File: src/dp_regs_pkg.sv
// Register bus definitions for the receive lane
// Wishbone request and response bundles, the register map
// and the control and statistics structs

package dp_regs_pkg;

    typedef logic [3:0]  wb_adr_t;
    typedef logic [31:0] wb_dat_t;

    // Master to slave
    typedef struct packed {
        logic       cyc;
        logic       stb;
        logic       we;
        wb_adr_t    adr;
        wb_dat_t    dat;
    } wb_req_t;

    // Slave to master
    typedef struct packed {
        logic       ack;
        wb_dat_t    dat;
    } wb_rsp_t;

    // En in bit 0, mst in bit 1 of reg_ctl
    typedef struct packed {
        logic       mst;
        logic       en;
    } dp_ctl_t;

    typedef logic [15:0] dp_stat_cnt_t;

    typedef struct packed {
        dp_stat_cnt_t   sr_cnt;
        dp_stat_cnt_t   lock_loss_cnt;
        dp_stat_cnt_t   k_cnt;
    } dp_stats_t;

    // Write-one bit in reg_ctl that clears the counters
    localparam int dp_stat_clr = 2;

    // Word addresses
    localparam wb_adr_t reg_ctl      = 4'd0;
    localparam wb_adr_t reg_status   = 4'd1;
    localparam wb_adr_t reg_sr_cnt   = 4'd2;
    localparam wb_adr_t reg_loss_cnt = 4'd3;
    localparam wb_adr_t reg_k_cnt    = 4'd4;

endpackage

File: src/dp_sym_pkg.sv
// DisplayPort link symbol definitions
// Symbol and scrambler types, K codes, the per-clock link bundle
// and the lock watchdog length for the receive lane path

package dp_sym_pkg;

    // Symbols carried per clock
    localparam int dp_spl = 2;

    // K flag in bit 8, data byte below
    typedef logic [8:0] dp_sym_t;

    // Scrambler LFSR state
    typedef logic [15:0] dp_lfsr_t;

    // Lock watchdog counter
    typedef logic [11:0] dp_wdg_cnt_t;

    // One clock of link symbols plus lock
    typedef struct packed {
        logic                   lock;
        dp_sym_t [dp_spl-1:0]   sym;
    } dp_link_t;

    // K codes with the K flag set
    localparam dp_sym_t sym_k23_7 = 9'h1f7;
    localparam dp_sym_t sym_k27_7 = 9'h1fb;
    localparam dp_sym_t sym_k28_0 = 9'h11c;
    localparam dp_sym_t sym_k28_2 = 9'h15c;
    localparam dp_sym_t sym_k28_3 = 9'h17c;
    localparam dp_sym_t sym_k28_5 = 9'h1bc;
    localparam dp_sym_t sym_k28_6 = 9'h1dc;
    localparam dp_sym_t sym_k29_7 = 9'h1fd;
    localparam dp_sym_t sym_k30_7 = 9'h1fe;
    // Blanking start shares the K28.5 code
    localparam dp_sym_t sym_bs    = sym_k28_5;

    // Taps of x^16 + x^5 + x^4 + x^3 + 1
    localparam dp_lfsr_t dp_lfsr_poly = 16'h0039;
    localparam dp_lfsr_t dp_lfsr_seed = 16'hffff;

    // Short reload so the watchdog trips in simulation
    localparam dp_wdg_cnt_t dp_wdg_load = 12'd4095;

endpackage

File: src/dp_rx_ctl.sv
// Receive lane control registers
// Wishbone classic slave holding enable and MST mode,
// pulsing the counter clear, and reading back lock and counters

module dp_rx_ctl
(
    input  logic                    CLK_IN,
    input  logic                    RST_IN,
    input  dp_regs_pkg::wb_req_t    wb_req,
    output dp_regs_pkg::wb_rsp_t    wb_rsp,
    input  logic                    lock,
    input  dp_regs_pkg::dp_stats_t  stats,
    output dp_regs_pkg::dp_ctl_t    ctl,
    output logic                    stat_clr
);
    import dp_regs_pkg::*;

    typedef enum logic
    {
        st_idle,
        st_ack
    } wb_state_t;

    wb_state_t  state;
    wb_state_t  state_nxt;
    logic       req;
    logic       wr_ctl;
    wb_dat_t    rd_dat;
    wb_dat_t    rd_dat_r;

    // New access, only taken while ack is low
    assign req = wb_req.cyc && wb_req.stb && (state == st_idle);

    // Only reg_ctl is writable
    assign wr_ctl = req && wb_req.we && (wb_req.adr == reg_ctl);

    // Ack lasts one cycle, then back to idle
    always_comb
    begin
        state_nxt = state;
        case (state)
            st_idle:
            begin
                if (req)
                    state_nxt = st_ack;
            end
            st_ack:
                state_nxt = st_idle;
            default:
                state_nxt = st_idle;
        endcase
    end

    always_ff @(posedge CLK_IN or posedge RST_IN)
    begin
        if (RST_IN)
            state <= st_idle;
        else
            state <= state_nxt;
    end

    // Read mux, unmapped words read zero
    always_comb
    begin
        case (wb_req.adr)
            reg_ctl:      rd_dat = wb_dat_t'(ctl);
            reg_status:   rd_dat = wb_dat_t'(lock);
            reg_sr_cnt:   rd_dat = wb_dat_t'(stats.sr_cnt);
            reg_loss_cnt: rd_dat = wb_dat_t'(stats.lock_loss_cnt);
            reg_k_cnt:    rd_dat = wb_dat_t'(stats.k_cnt);
            default:      rd_dat = '0;
        endcase
    end

    // Captured with the request, valid during ack
    always_ff @(posedge CLK_IN)
    begin
        if (req)
            rd_dat_r <= rd_dat;
    end

    // Write lands on the edge that raises ack
    always_ff @(posedge CLK_IN or posedge RST_IN)
    begin
        if (RST_IN)
        begin
            ctl      <= '0;
            stat_clr <= 1'b0;
        end
        else
        begin
            stat_clr <= 1'b0;
            if (wr_ctl)
            begin
                ctl      <= dp_ctl_t'(wb_req.dat[$bits(dp_ctl_t)-1:0]);
                // Self-clearing, never stored
                stat_clr <= wb_req.dat[dp_stat_clr];
            end
        end
    end

    assign wb_rsp.ack = (state == st_ack);
    assign wb_rsp.dat = rd_dat_r;

endmodule

File: src/dp_rx_descrambler.sv
// DisplayPort receive descrambler
// Rebuilds the scrambler sequence across all symbols of a clock,
// restarts it on SR symbols, handles SST and MST K symbols
// and drops lock when SR symbols stop arriving

module dp_rx_descrambler
(
    input  logic                    CLK_IN,
    input  logic                    RST_IN,
    input  dp_regs_pkg::dp_ctl_t    ctl,
    input  dp_sym_pkg::dp_link_t    link_in,
    output dp_sym_pkg::dp_link_t    link_out,
    output logic                    sr_det
);
    import dp_sym_pkg::*;
    import dp_regs_pkg::*;

    // Eight shifts of the Galois LFSR, one per data bit
    function automatic dp_lfsr_t lfsr_step8(dp_lfsr_t state);
        dp_lfsr_t s;
        logic     fb;
        s = state;
        for (int b = 0; b < 8; b++)
        begin
            fb = s[15];
            s  = {s[14:0], 1'b0};
            if (fb)
                s = s ^ dp_lfsr_poly;
        end
        return s;
    endfunction

    // Bit-reversed upper byte is the scrambling key
    function automatic logic [7:0] lfsr_key(dp_lfsr_t state);
        logic [7:0] key;
        for (int j = 0; j < 8; j++)
            key[j] = state[15-j];
        return key;
    endfunction

    // Position of a K symbol in the MST code table
    function automatic logic [2:0] k_index(dp_sym_t sym);
        case (sym)
            sym_k23_7: k_index = 3'd0;
            sym_k27_7: k_index = 3'd1;
            sym_k28_0: k_index = 3'd2;
            sym_k28_2: k_index = 3'd3;
            sym_k28_3: k_index = 3'd4;
            sym_k28_6: k_index = 3'd5;
            sym_k29_7: k_index = 3'd6;
            sym_k30_7: k_index = 3'd7;
            default:   k_index = 3'd0;
        endcase
    endfunction

    dp_ctl_t                ctl_r;
    logic                   lock_in_r;
    dp_sym_t                sr_sym;
    logic [dp_spl-1:0]      sr_hit;
    logic [dp_spl-1:0]      lfsr_rst;
    logic                   lfsr_rst0;
    dp_lfsr_t               lfsr_reg;
    dp_lfsr_t [dp_spl-1:0]  lfsr;
    dp_sym_t [dp_spl-1:0]   dnext;
    dp_sym_t [dp_spl-1:0]   dout;
    dp_wdg_cnt_t            wdg_cnt;
    logic                   wdg_end;
    logic                   lock_r;

    // Control and sink lock, one cycle late
    always_ff @(posedge CLK_IN or posedge RST_IN)
    begin
        if (RST_IN)
        begin
            ctl_r     <= '0;
            lock_in_r <= 1'b0;
        end
        else
        begin
            ctl_r     <= ctl;
            lock_in_r <= link_in.lock;
        end
    end

    // SR is K28.5 in MST, K28.0 in SST
    assign sr_sym = ctl_r.mst ? sym_k28_5 : sym_k28_0;

    always_comb
    begin
        for (int i = 0; i < dp_spl; i++)
            sr_hit[i] = (link_in.sym[i] == sr_sym);
    end

    assign sr_det = |sr_hit;

    // SR in the last slot restarts slot 0 of the next clock
    always_ff @(posedge CLK_IN or posedge RST_IN)
    begin
        if (RST_IN)
            lfsr_rst0 <= 1'b0;
        else
            lfsr_rst0 <= sr_hit[dp_spl-1];
    end

    // Other slots restart behind an SR in the slot before
    assign lfsr_rst = {sr_hit[dp_spl-2:0], lfsr_rst0};

    // Chain of steps from the registered state
    always_comb
    begin
        dp_lfsr_t prev;
        prev = lfsr_reg;
        for (int i = 0; i < dp_spl; i++)
        begin
            if (lfsr_rst[i])
                lfsr[i] = dp_lfsr_seed;
            else
                lfsr[i] = lfsr_step8(prev);
            prev = lfsr[i];
        end
    end

    always_ff @(posedge CLK_IN or posedge RST_IN)
    begin
        if (RST_IN)
            lfsr_reg <= dp_lfsr_seed;
        else
            lfsr_reg <= lfsr[dp_spl-1];
    end

    // Per-slot output symbol
    always_comb
    begin
        for (int i = 0; i < dp_spl; i++)
        begin
            if (!ctl_r.en)
                dnext[i] = link_in.sym[i];
            else if (link_in.sym[i][8])
            begin
                // MST sends the table index scrambled by bits 13 to 15
                if (ctl_r.mst)
                    dnext[i] = {4'b1000, 2'b00,
                                k_index(link_in.sym[i]) ^ {lfsr[i][13], lfsr[i][14], lfsr[i][15]}};
                else if (sr_hit[i])
                    dnext[i] = sym_bs;
                else
                    dnext[i] = link_in.sym[i];
            end
            else
                dnext[i] = {1'b0, link_in.sym[i][7:0] ^ lfsr_key(lfsr[i])};
        end
    end

    always_ff @(posedge CLK_IN or posedge RST_IN)
    begin
        if (RST_IN)
            dout <= '0;
        else
            dout <= dnext;
    end

    // Watchdog, reloaded by SR while the sink is locked
    assign wdg_end = (wdg_cnt == '0);

    always_ff @(posedge CLK_IN or posedge RST_IN)
    begin
        if (RST_IN)
            wdg_cnt <= '0;
        else if (lock_in_r && sr_det)
            wdg_cnt <= dp_wdg_load;
        else if (!wdg_end)
            wdg_cnt <= wdg_cnt - dp_wdg_cnt_t'(1);
    end

    // Lock held high while disabled
    always_ff @(posedge CLK_IN or posedge RST_IN)
    begin
        if (RST_IN)
            lock_r <= 1'b1;
        else if (ctl_r.en)
            lock_r <= !wdg_end;
        else
            lock_r <= 1'b1;
    end

    assign link_out.lock = lock_r;
    assign link_out.sym  = dout;

endmodule

File: src/dp_rx_lane.sv
// DisplayPort receive lane top level
// Register slave, descrambler and symbol statistics
// for one lane group

module dp_rx_lane
(
    input  logic                    CLK_IN,
    input  logic                    RST_IN,
    input  dp_regs_pkg::wb_req_t    wb_req,
    output dp_regs_pkg::wb_rsp_t    wb_rsp,
    input  dp_sym_pkg::dp_link_t    link_in,
    output dp_sym_pkg::dp_link_t    link_out
);
    import dp_regs_pkg::*;

    dp_ctl_t    ctl;
    dp_stats_t  stats;
    logic       stat_clr;
    logic       sr_det;

    // Registers and bus slave
    dp_rx_ctl dp_rx_ctl_i
    (
        .CLK_IN     (CLK_IN),
        .RST_IN     (RST_IN),
        .wb_req     (wb_req),
        .wb_rsp     (wb_rsp),
        .lock       (link_out.lock),
        .stats      (stats),
        .ctl        (ctl),
        .stat_clr   (stat_clr)
    );

    // Link datapath
    dp_rx_descrambler dp_rx_descrambler_i
    (
        .CLK_IN     (CLK_IN),
        .RST_IN     (RST_IN),
        .ctl        (ctl),
        .link_in    (link_in),
        .link_out   (link_out),
        .sr_det     (sr_det)
    );

    // Taps the descrambled stream
    dp_rx_sym_stats dp_rx_sym_stats_i
    (
        .CLK_IN     (CLK_IN),
        .RST_IN     (RST_IN),
        .link_out   (link_out),
        .sr_det     (sr_det),
        .stat_clr   (stat_clr),
        .stats      (stats)
    );

endmodule

File: src/dp_rx_sym_stats.sv
// Symbol statistics for the receive lane
// Saturating counters of SR events, lock losses and K symbols
// seen on the descrambled stream

module dp_rx_sym_stats
(
    input  logic                    CLK_IN,
    input  logic                    RST_IN,
    input  dp_sym_pkg::dp_link_t    link_out,
    input  logic                    sr_det,
    input  logic                    stat_clr,
    output dp_regs_pkg::dp_stats_t  stats
);
    import dp_sym_pkg::*;
    import dp_regs_pkg::*;

    // Add without wrap, sticks at all ones
    function automatic dp_stat_cnt_t sat_add(dp_stat_cnt_t cnt, dp_stat_cnt_t inc);
        logic [$bits(dp_stat_cnt_t):0] sum;
        sum = {1'b0, cnt} + {1'b0, inc};
        if (sum[$bits(dp_stat_cnt_t)])
            return '1;
        return sum[$bits(dp_stat_cnt_t)-1:0];
    endfunction

    logic           lock_d;
    logic           lock_fall;
    dp_stat_cnt_t   k_inc;

    // K symbols in this clock
    always_comb
    begin
        k_inc = '0;
        for (int i = 0; i < dp_spl; i++)
            k_inc = k_inc + dp_stat_cnt_t'(link_out.sym[i][8]);
    end

    // Lock starts high out of reset
    always_ff @(posedge CLK_IN or posedge RST_IN)
    begin
        if (RST_IN)
            lock_d <= 1'b1;
        else
            lock_d <= link_out.lock;
    end

    assign lock_fall = lock_d && !link_out.lock;

    // Clear wins over any increment
    always_ff @(posedge CLK_IN or posedge RST_IN)
    begin
        if (RST_IN)
            stats <= '0;
        else if (stat_clr)
            stats <= '0;
        else
        begin
            stats.sr_cnt        <= sat_add(stats.sr_cnt, dp_stat_cnt_t'(sr_det));
            stats.lock_loss_cnt <= sat_add(stats.lock_loss_cnt, dp_stat_cnt_t'(lock_fall));
            stats.k_cnt         <= sat_add(stats.k_cnt, k_inc);
        end
    end

endmodule

File: config.mk
export PLATFORM = sky130hd
export DESIGN_NAME = dp_rx_lane
export DESIGN_NICKNAME = d
export VERILOG_FILES = /design/src/dp_regs_pkg.sv /design/src/dp_sym_pkg.sv /design/src/dp_rx_ctl.sv /design/src/dp_rx_descrambler.sv /design/src/dp_rx_lane.sv /design/src/dp_rx_sym_stats.sv
export SDC_FILE = /design/constraint.sdc
export NUM_CORES = 1
export LEC_CHECK = 0
export ABC_AREA = 1
export BUFFER_PORTS_ARGS = -buffer_cell sky130_fd_sc_hd__clkbuf_2
export CORE_ASPECT_RATIO = 1.1
export CORE_MARGIN = 1.5
export CORE_UTILIZATION = 55
export DETAILED_ROUTE_END_ITERATION = 8
export HOLD_SLACK_MARGIN = 0.05
export PLACE_DENSITY = 0.78
export SLEW_MARGIN = 20
export SYNTH_ARGS = -nofsm -noshare
export SYNTH_HDL_FRONTEND = slang
export SYNTH_SLANG_ARGS = --single-unit
File: constraint.sdc
create_clock -name CLK_IN -period 4.7 [get_ports CLK_IN]
set_input_delay 0.705 -clock CLK_IN [delete_from_list [all_inputs] [get_ports CLK_IN]]
set_output_delay 0.705 -clock CLK_IN [all_outputs]
set_load 0.01 [all_outputs]
# Word-level counts from Yosys, hierarchy flattened
# Cells that the tools add are included.
# totals
reg_bits	136
# classes
add_sub_neg	5
n_eq_ne	21
n_mux	69
n_bitwise	21
n_reduce_logical	11
# op_table
cell	n
2-to-1 mux 16 bit	22
equality test 9 bit (second input constant)	14
2-to-1 mux 6 bit	16
one-hot mux 16 bit (5 select lines)	1
NOT 4 bit	16
2-to-1 mux 9 bit	6
2-to-1 mux 48 bit	1
one-hot mux 3 bit (7 select lines)	2
adder 16 x 1 -> 17 bit	2
2-to-1 mux 12 bit	2
2-to-1 mux 8 bit	3
equality test 9 bit	2
2-to-1 mux 3 bit	6
adder 16 x 16 -> 17 bit	1
XOR 8 bit	2
zero test 12 bit	1
subtractor 12 x 1 -> 12 bit (second input constant)	1
2-to-1 mux 1 bit	9
equality test 4 x 2 -> 1 bit (second input constant)	2
logical AND 1 bit	6
XOR 3 bit	2
equality test 4 x 1 -> 1 bit (second input constant)	1
equality test 4 x 3 -> 1 bit (second input constant)	1
zero test 4 bit	1
6 further kinds	7

# Logic depth before layout (Yosys ltp)
# logic_depth
ltp_word	52
mapped_depth	17
mapped_depth_nobuf	17

# Cells and area by module
# Synthesis repeated with hierarchy kept, for this count alone.
# unflattened
cells_unflattened	1022
hier_area_um2	7603.5
# modules_own_cells
mod	n_inst	cells_per_inst	area_each_um2	seq_area_each_um2
dp_rx_descrambler	1	497	3418.3	1297.5
dp_rx_sym_stats	1	384	2981.6	1227.4
dp_rx_ctl	1	141	1203.7	580.6

# Worst setup path before layout
# No wires, ideal clock.
# synth_timing
path_type	input-to-reg
startpoint	input port link_in[13] in the netlist's numbering
endpoint	register, netlist name dp_rx_sym_stats_i.stats[44]
setup_ns	0.120
t_arrival_ns	2.438
required_time_ns	4.580
slack_ns	2.142
path_stages	15
cell_sequence	buf_2 -> nand2_1 -> o21ai_0 -> nand4_2 -> nand2_2 -> ha_1 -> nand2_2 -> nor2_4 -> nand2_2 -> nor2_4 -> nand2_1 -> nor2_1 -> xor2_1 -> o21ai_0 -> inv_1
# synth_between
elab_chain_cells	7
# synth_lines
item	line	text
from (decl)	dp_rx_lane.sv:11	input dp_sym_pkg::dp_link_t link_in,
equality test 9 bit *	dp_rx_descrambler.sv:91	sr_hit[i] = (link_in.sym[i] == sr_sym);
OR reduction 2 bit *	dp_rx_descrambler.sv:94	assign sr_det = |sr_hit;
adder 16 x 1 -> 17 bit *	dp_rx_sym_stats.sv:20	sum = {1'b0, cnt} + {1'b0, inc};
2-to-1 mux 1 bit	dp_rx_sym_stats.sv:21	if (sum[$bits(dp_stat_cnt_t)])
2-to-1 mux 1 bit	dp_rx_sym_stats.sv:54	else if (stat_clr)
2-to-1 mux 16 bit *	dp_rx_sym_stats.sv:23	return sum[$bits(dp_stat_cnt_t)-1:0];
2-to-1 mux 48 bit *	dp_rx_sym_stats.sv:54	
# Every way passes the cells marked *; elsewhere a longest branch is shown, timed or not. The select of a mux whose other input is x is not followed.
# A chain may end at the register's enable or synchronous reset.

# Final worst setup path
# layout_timing
startpoint	register dp_rx_descrambler_i.ctl_r[1] in the netlist's numbering
endpoint	register, netlist name dp_rx_sym_stats_i.stats[41]
# layout_between
elab_chain_cells	8
elab_cells_between_ends	9
# layout_lines
item	line	text
from (decl)	dp_rx_descrambler.sv:56	dp_ctl_t ctl_r;
from (signal assigned)	dp_rx_descrambler.sv:80	ctl_r <= ctl;
2-to-1 mux 8 bit *	dp_rx_descrambler.sv:86	assign sr_sym = ctl_r.mst ? sym_k28_5 : sym_k28_0;
equality test 9 bit	dp_rx_descrambler.sv:91	
OR reduction 2 bit *	dp_rx_descrambler.sv:94	
adder 16 x 1 -> 17 bit *	dp_rx_sym_stats.sv:20	
2-to-1 mux 1 bit	dp_rx_sym_stats.sv:21	
2-to-1 mux 1 bit	dp_rx_sym_stats.sv:54	
2-to-1 mux 16 bit *	dp_rx_sym_stats.sv:23	
2-to-1 mux 48 bit *	dp_rx_sym_stats.sv:54	
# Marked as above.

==> key figures <==
CTS
  • CTS tree: done
  • H-tree Lvls: 4
  • TritonCTS Buffers: 17
  • Clock tree buffer depth: 2
  • Clock slew at reported path FFs: 50 ps
  • Post-CTS Setup Inserts: 0
  • Clock Tree Root: clkbuf_16
  • Post-CTS Resized: 0
  • CTS Sinks: 120
  • Hold_buf cts: 0
  • Clk Latency, worst-skew pair: around 430 ps

GRT
  • Global routing's busiest layer: met2
  • Vias in the first global route: 5633
  • Met3 Use GR: 5.59%
  • Pin count of the biggest net entering global routing: a little over 80
  • GRT Total Usage: 25.1%
  • GRT overflow: 0
  • Initial antenna violation count: 0
  • GR Util met2: 39.7%
  • First-pass GRT wire length: 27100 microns
  • GRT met1 Usage: 33.7%

STA
  • Final Hold Fails: 0
  • Setup TNS: 0 ps
  • Fin. max-slew vios: 0
  • Tmin final: 2720 ps
  • Final worst setup slack: 1980 ps
  • Fmax: 0.367 GHz
  • Hold WS: 372 ps
  • Worst slew pin tran: 728 ps
  • Setup-failing EPs final: 0
  • Period Utilization, post-route: ~58%
  • Slew headroom: 51.5%
  • RSZ-0062 raised after global routing: no
  • Fin Clk Skew: 6.57 ps

Critical path
  • Setup crit end kind: flip-flop
  • Req. time, crit path: 5060 ps
  • CP max FO: 16
  • WS Path Type: flip-flop to flip-flop
  • R2R Path Start: dp_rx_descrambler_i.ctl_r[1]
  • CP arrival: 3090 ps
  • Worst setup startpoint: dp_rx_descrambler_i.ctl_r[1]
  • Worst Setup Start Kind: flip-flop

Outcome
  • Status: complete, but fails checks
  • Failing checks: design-rule violations

Logic synthesis
  • Mean post-synth cell area: 7.86 sq um
  • Syn Std Cell Area: 7250 sq um
  • Multiplexer area fraction after synthesis: 0%
  • Mapped Cells: between 900 and 1000
  • Synth unique cells: 55
  • Post-synth ARST share: 86.7%
  • Post-synth EDFFs: 16
  • Synth Area in Compound Gates: 11.2%
  • Flops & latches, synth: 120
  • Post-synth top flop: dfrtp_1
  • Yosys warnings: 0
  • Simple-Gate Fraction of Synth Area: roughly 28%
  • Sequential share of the synthesized area: 42.8%
  • Synth Area in Adders: 1.66%
  • Post-synthesis xor/xnor area fraction: between 5 and 6%
  • Largest family of logic cells by synthesized area: simple AND/OR/NAND/NOR gates

Final layout
  • Commonest non-fill, non-tap cell in the layout: nand2_1
  • Layout cells sized above 1: approximately 17%
  • Fin util: 64.1%
  • Commonest cells after routing, fill and taps aside: nand2_1 (195), inv_1 (128), dfrtp_1 (86)
  • Largest Register: dp_rx_sym_stats_i.stats
  • Antenna diodes: 0
  • # fillers: around 1100
  • Largest register FFs: 48
  • Fin nets: 1057
  • Area delta synth->final: 12.7%

Floorplan
  • Initial Util: 56.9%
  • Die area: 13900 sq um
  • Die Y: between 100 and 150 microns
  • Cell Rows: 43
  • I/O pin count: 112
  • Core area: 12800 sq um
  • Die span in x: 112 microns

Route
  • DR WL/cell: 14.5 microns
  • Via Count: 6351
  • Initial DRT Pass Iterations: 9
  • Initial DRC count: 568
  • Final wirelength: about 17000 microns
  • Final ANT Viol Nets: 0
  • Residual DRC: 7
  • Via/cell ratio: 5.48

Placed design
  • Routability Congestion: 0.971
  • Port bufs: 66
  • HPWL reported at the end of detailed placement: between 10000 and 15000 microns
  • Pre-CTS setup slack: 1660 ps

Worst hold path
  • Hold path start: dp_rx_ctl_i.ctl[1]
  • Hold Path Class: flip-flop to flip-flop

Flow run
  • Max cap viols: 0

Power
  • P_leak: 4.15 nW
  • VDD IR max: 0.000360 V
  • PD cells: between 500 and 600 nW/um^2
## cells by family after synthesis
logic type,after synthesis
compound gates,140
flops,120
buf+inv,179
fa+ha+maj,9
simple gates,428
xor+xnor,46
other cells,1
## metrics by stage
step                      area, sq um  instances  total power, mW
after floorplan                  7310        938             2.95
after global placement           7620       1126             3.31
after detailed placement         7620       1126             3.38
after CTS                        8170       1158             4.61
after global routing             8170       1158             4.96
final                            8170       1158             4.60
## layout make-up
| cell class | count | area, sq um | area share, % |
|---|---|---|---|
| multi-input cells | 639 | 3420 | 41.9 |
| flip-flops and latches | 120 | 3110 | 38.0 |
| inverters | 139 | 532 | 6.51 |
| clock buffers | 21 | 440 | 5.39 |
| repair buffers | 71 | 368 | 4.50 |
| well taps | 157 | 196 | 2.40 |
| clock inverters | 11 | 106 | 1.30 |
## power breakdown
group          switching, mW  total [mW]  internal, mW  leakage [nW]
clock network          0.449        1.22         0.767         0.263
logic                   1.14        1.83         0.691          2.45
registers              0.197        1.56          1.36          1.43
## critical path, stage by stage, from the launching register on
cell	delay [ps]
dfrtp_1	550
inv_2	200
nand3_1	100
nand2_2	90
nand2_2	210
nand2_2	200
ha_1	180
nand2_2	80
nor2_4	130
nand2_2	100
nor2_4	160
nand4_1	140
nor2_1	250
o21ai_0	170
inv_1	80
## path summary, 6_finish.rpt
| check | endpoint | slack [ps] | depth (start not counted) |
|---|---|---|---|
| max in group asynchronous | dp_rx_sym_stats_i.lock_d | 3430 | 3 |
| worst min-delay path | dp_rx_descrambler_i.ctl_r[1] | 370 | 0 |
| worst max register to register | dp_rx_sym_stats_i.stats[41] | 1980 | 14 |
| worst min register to register | dp_rx_descrambler_i.ctl_r[1] | 370 | 0 |
| worst max-delay path | dp_rx_sym_stats_i.stats[41] | 1980 | 14 |
| min in group asynchronous | dp_rx_sym_stats_i.stats[47] | 410 | 2 |
## synth_stat cells, types with 5 or more instances
| cell type | number | share of area (%) |
|---|---|---|
| dfstp_2 | 18 | 6.5 |
| nor2_4 | 7 | 1.1 |
| ha_1 | 8 | 1.4 |
| nand3b_1 | 5 | 0.52 |
| nor2_1 | 76 | 3.9 |
| nand2_1 | 195 | 10 |
| o221ai_1 | 11 | 1.3 |
| inv_1 | 129 | 6.7 |
| buf_2 | 7 | 0.48 |
| a21oi_1 | 48 | 3.3 |
| nand2_2 | 9 | 0.78 |
| nor3_1 | 21 | 1.4 |
| edfxtp_1 | 16 | 6.6 |
| o21ai_0 | 51 | 3.5 |
| inv_2 | 8 | 0.41 |
| nand4_1 | 18 | 1.6 |
| nand3_1 | 68 | 4.7 |
| or2_2 | 7 | 0.60 |
| a31oi_1 | 10 | 0.86 |
| xor2_1 | 26 | 3.1 |
| buf_4 | 21 | 2.2 |
| dfrtp_1 | 86 | 30 |
| clkbuf_1 | 8 | 0.41 |
| o211ai_1 | 7 | 0.72 |
| xnor2_1 | 17 | 2.1 |
## routing by layer
metal | up-vias | part of all wire [%]
met5 | - | 0
met4 | 0 | 2.3
met3 | 38 | 7.2
met2 | 261 | 46
met1 | 2947 | 45
li1 | 3105 | -
Note: power is estimated with default switching activity, not from simulation.
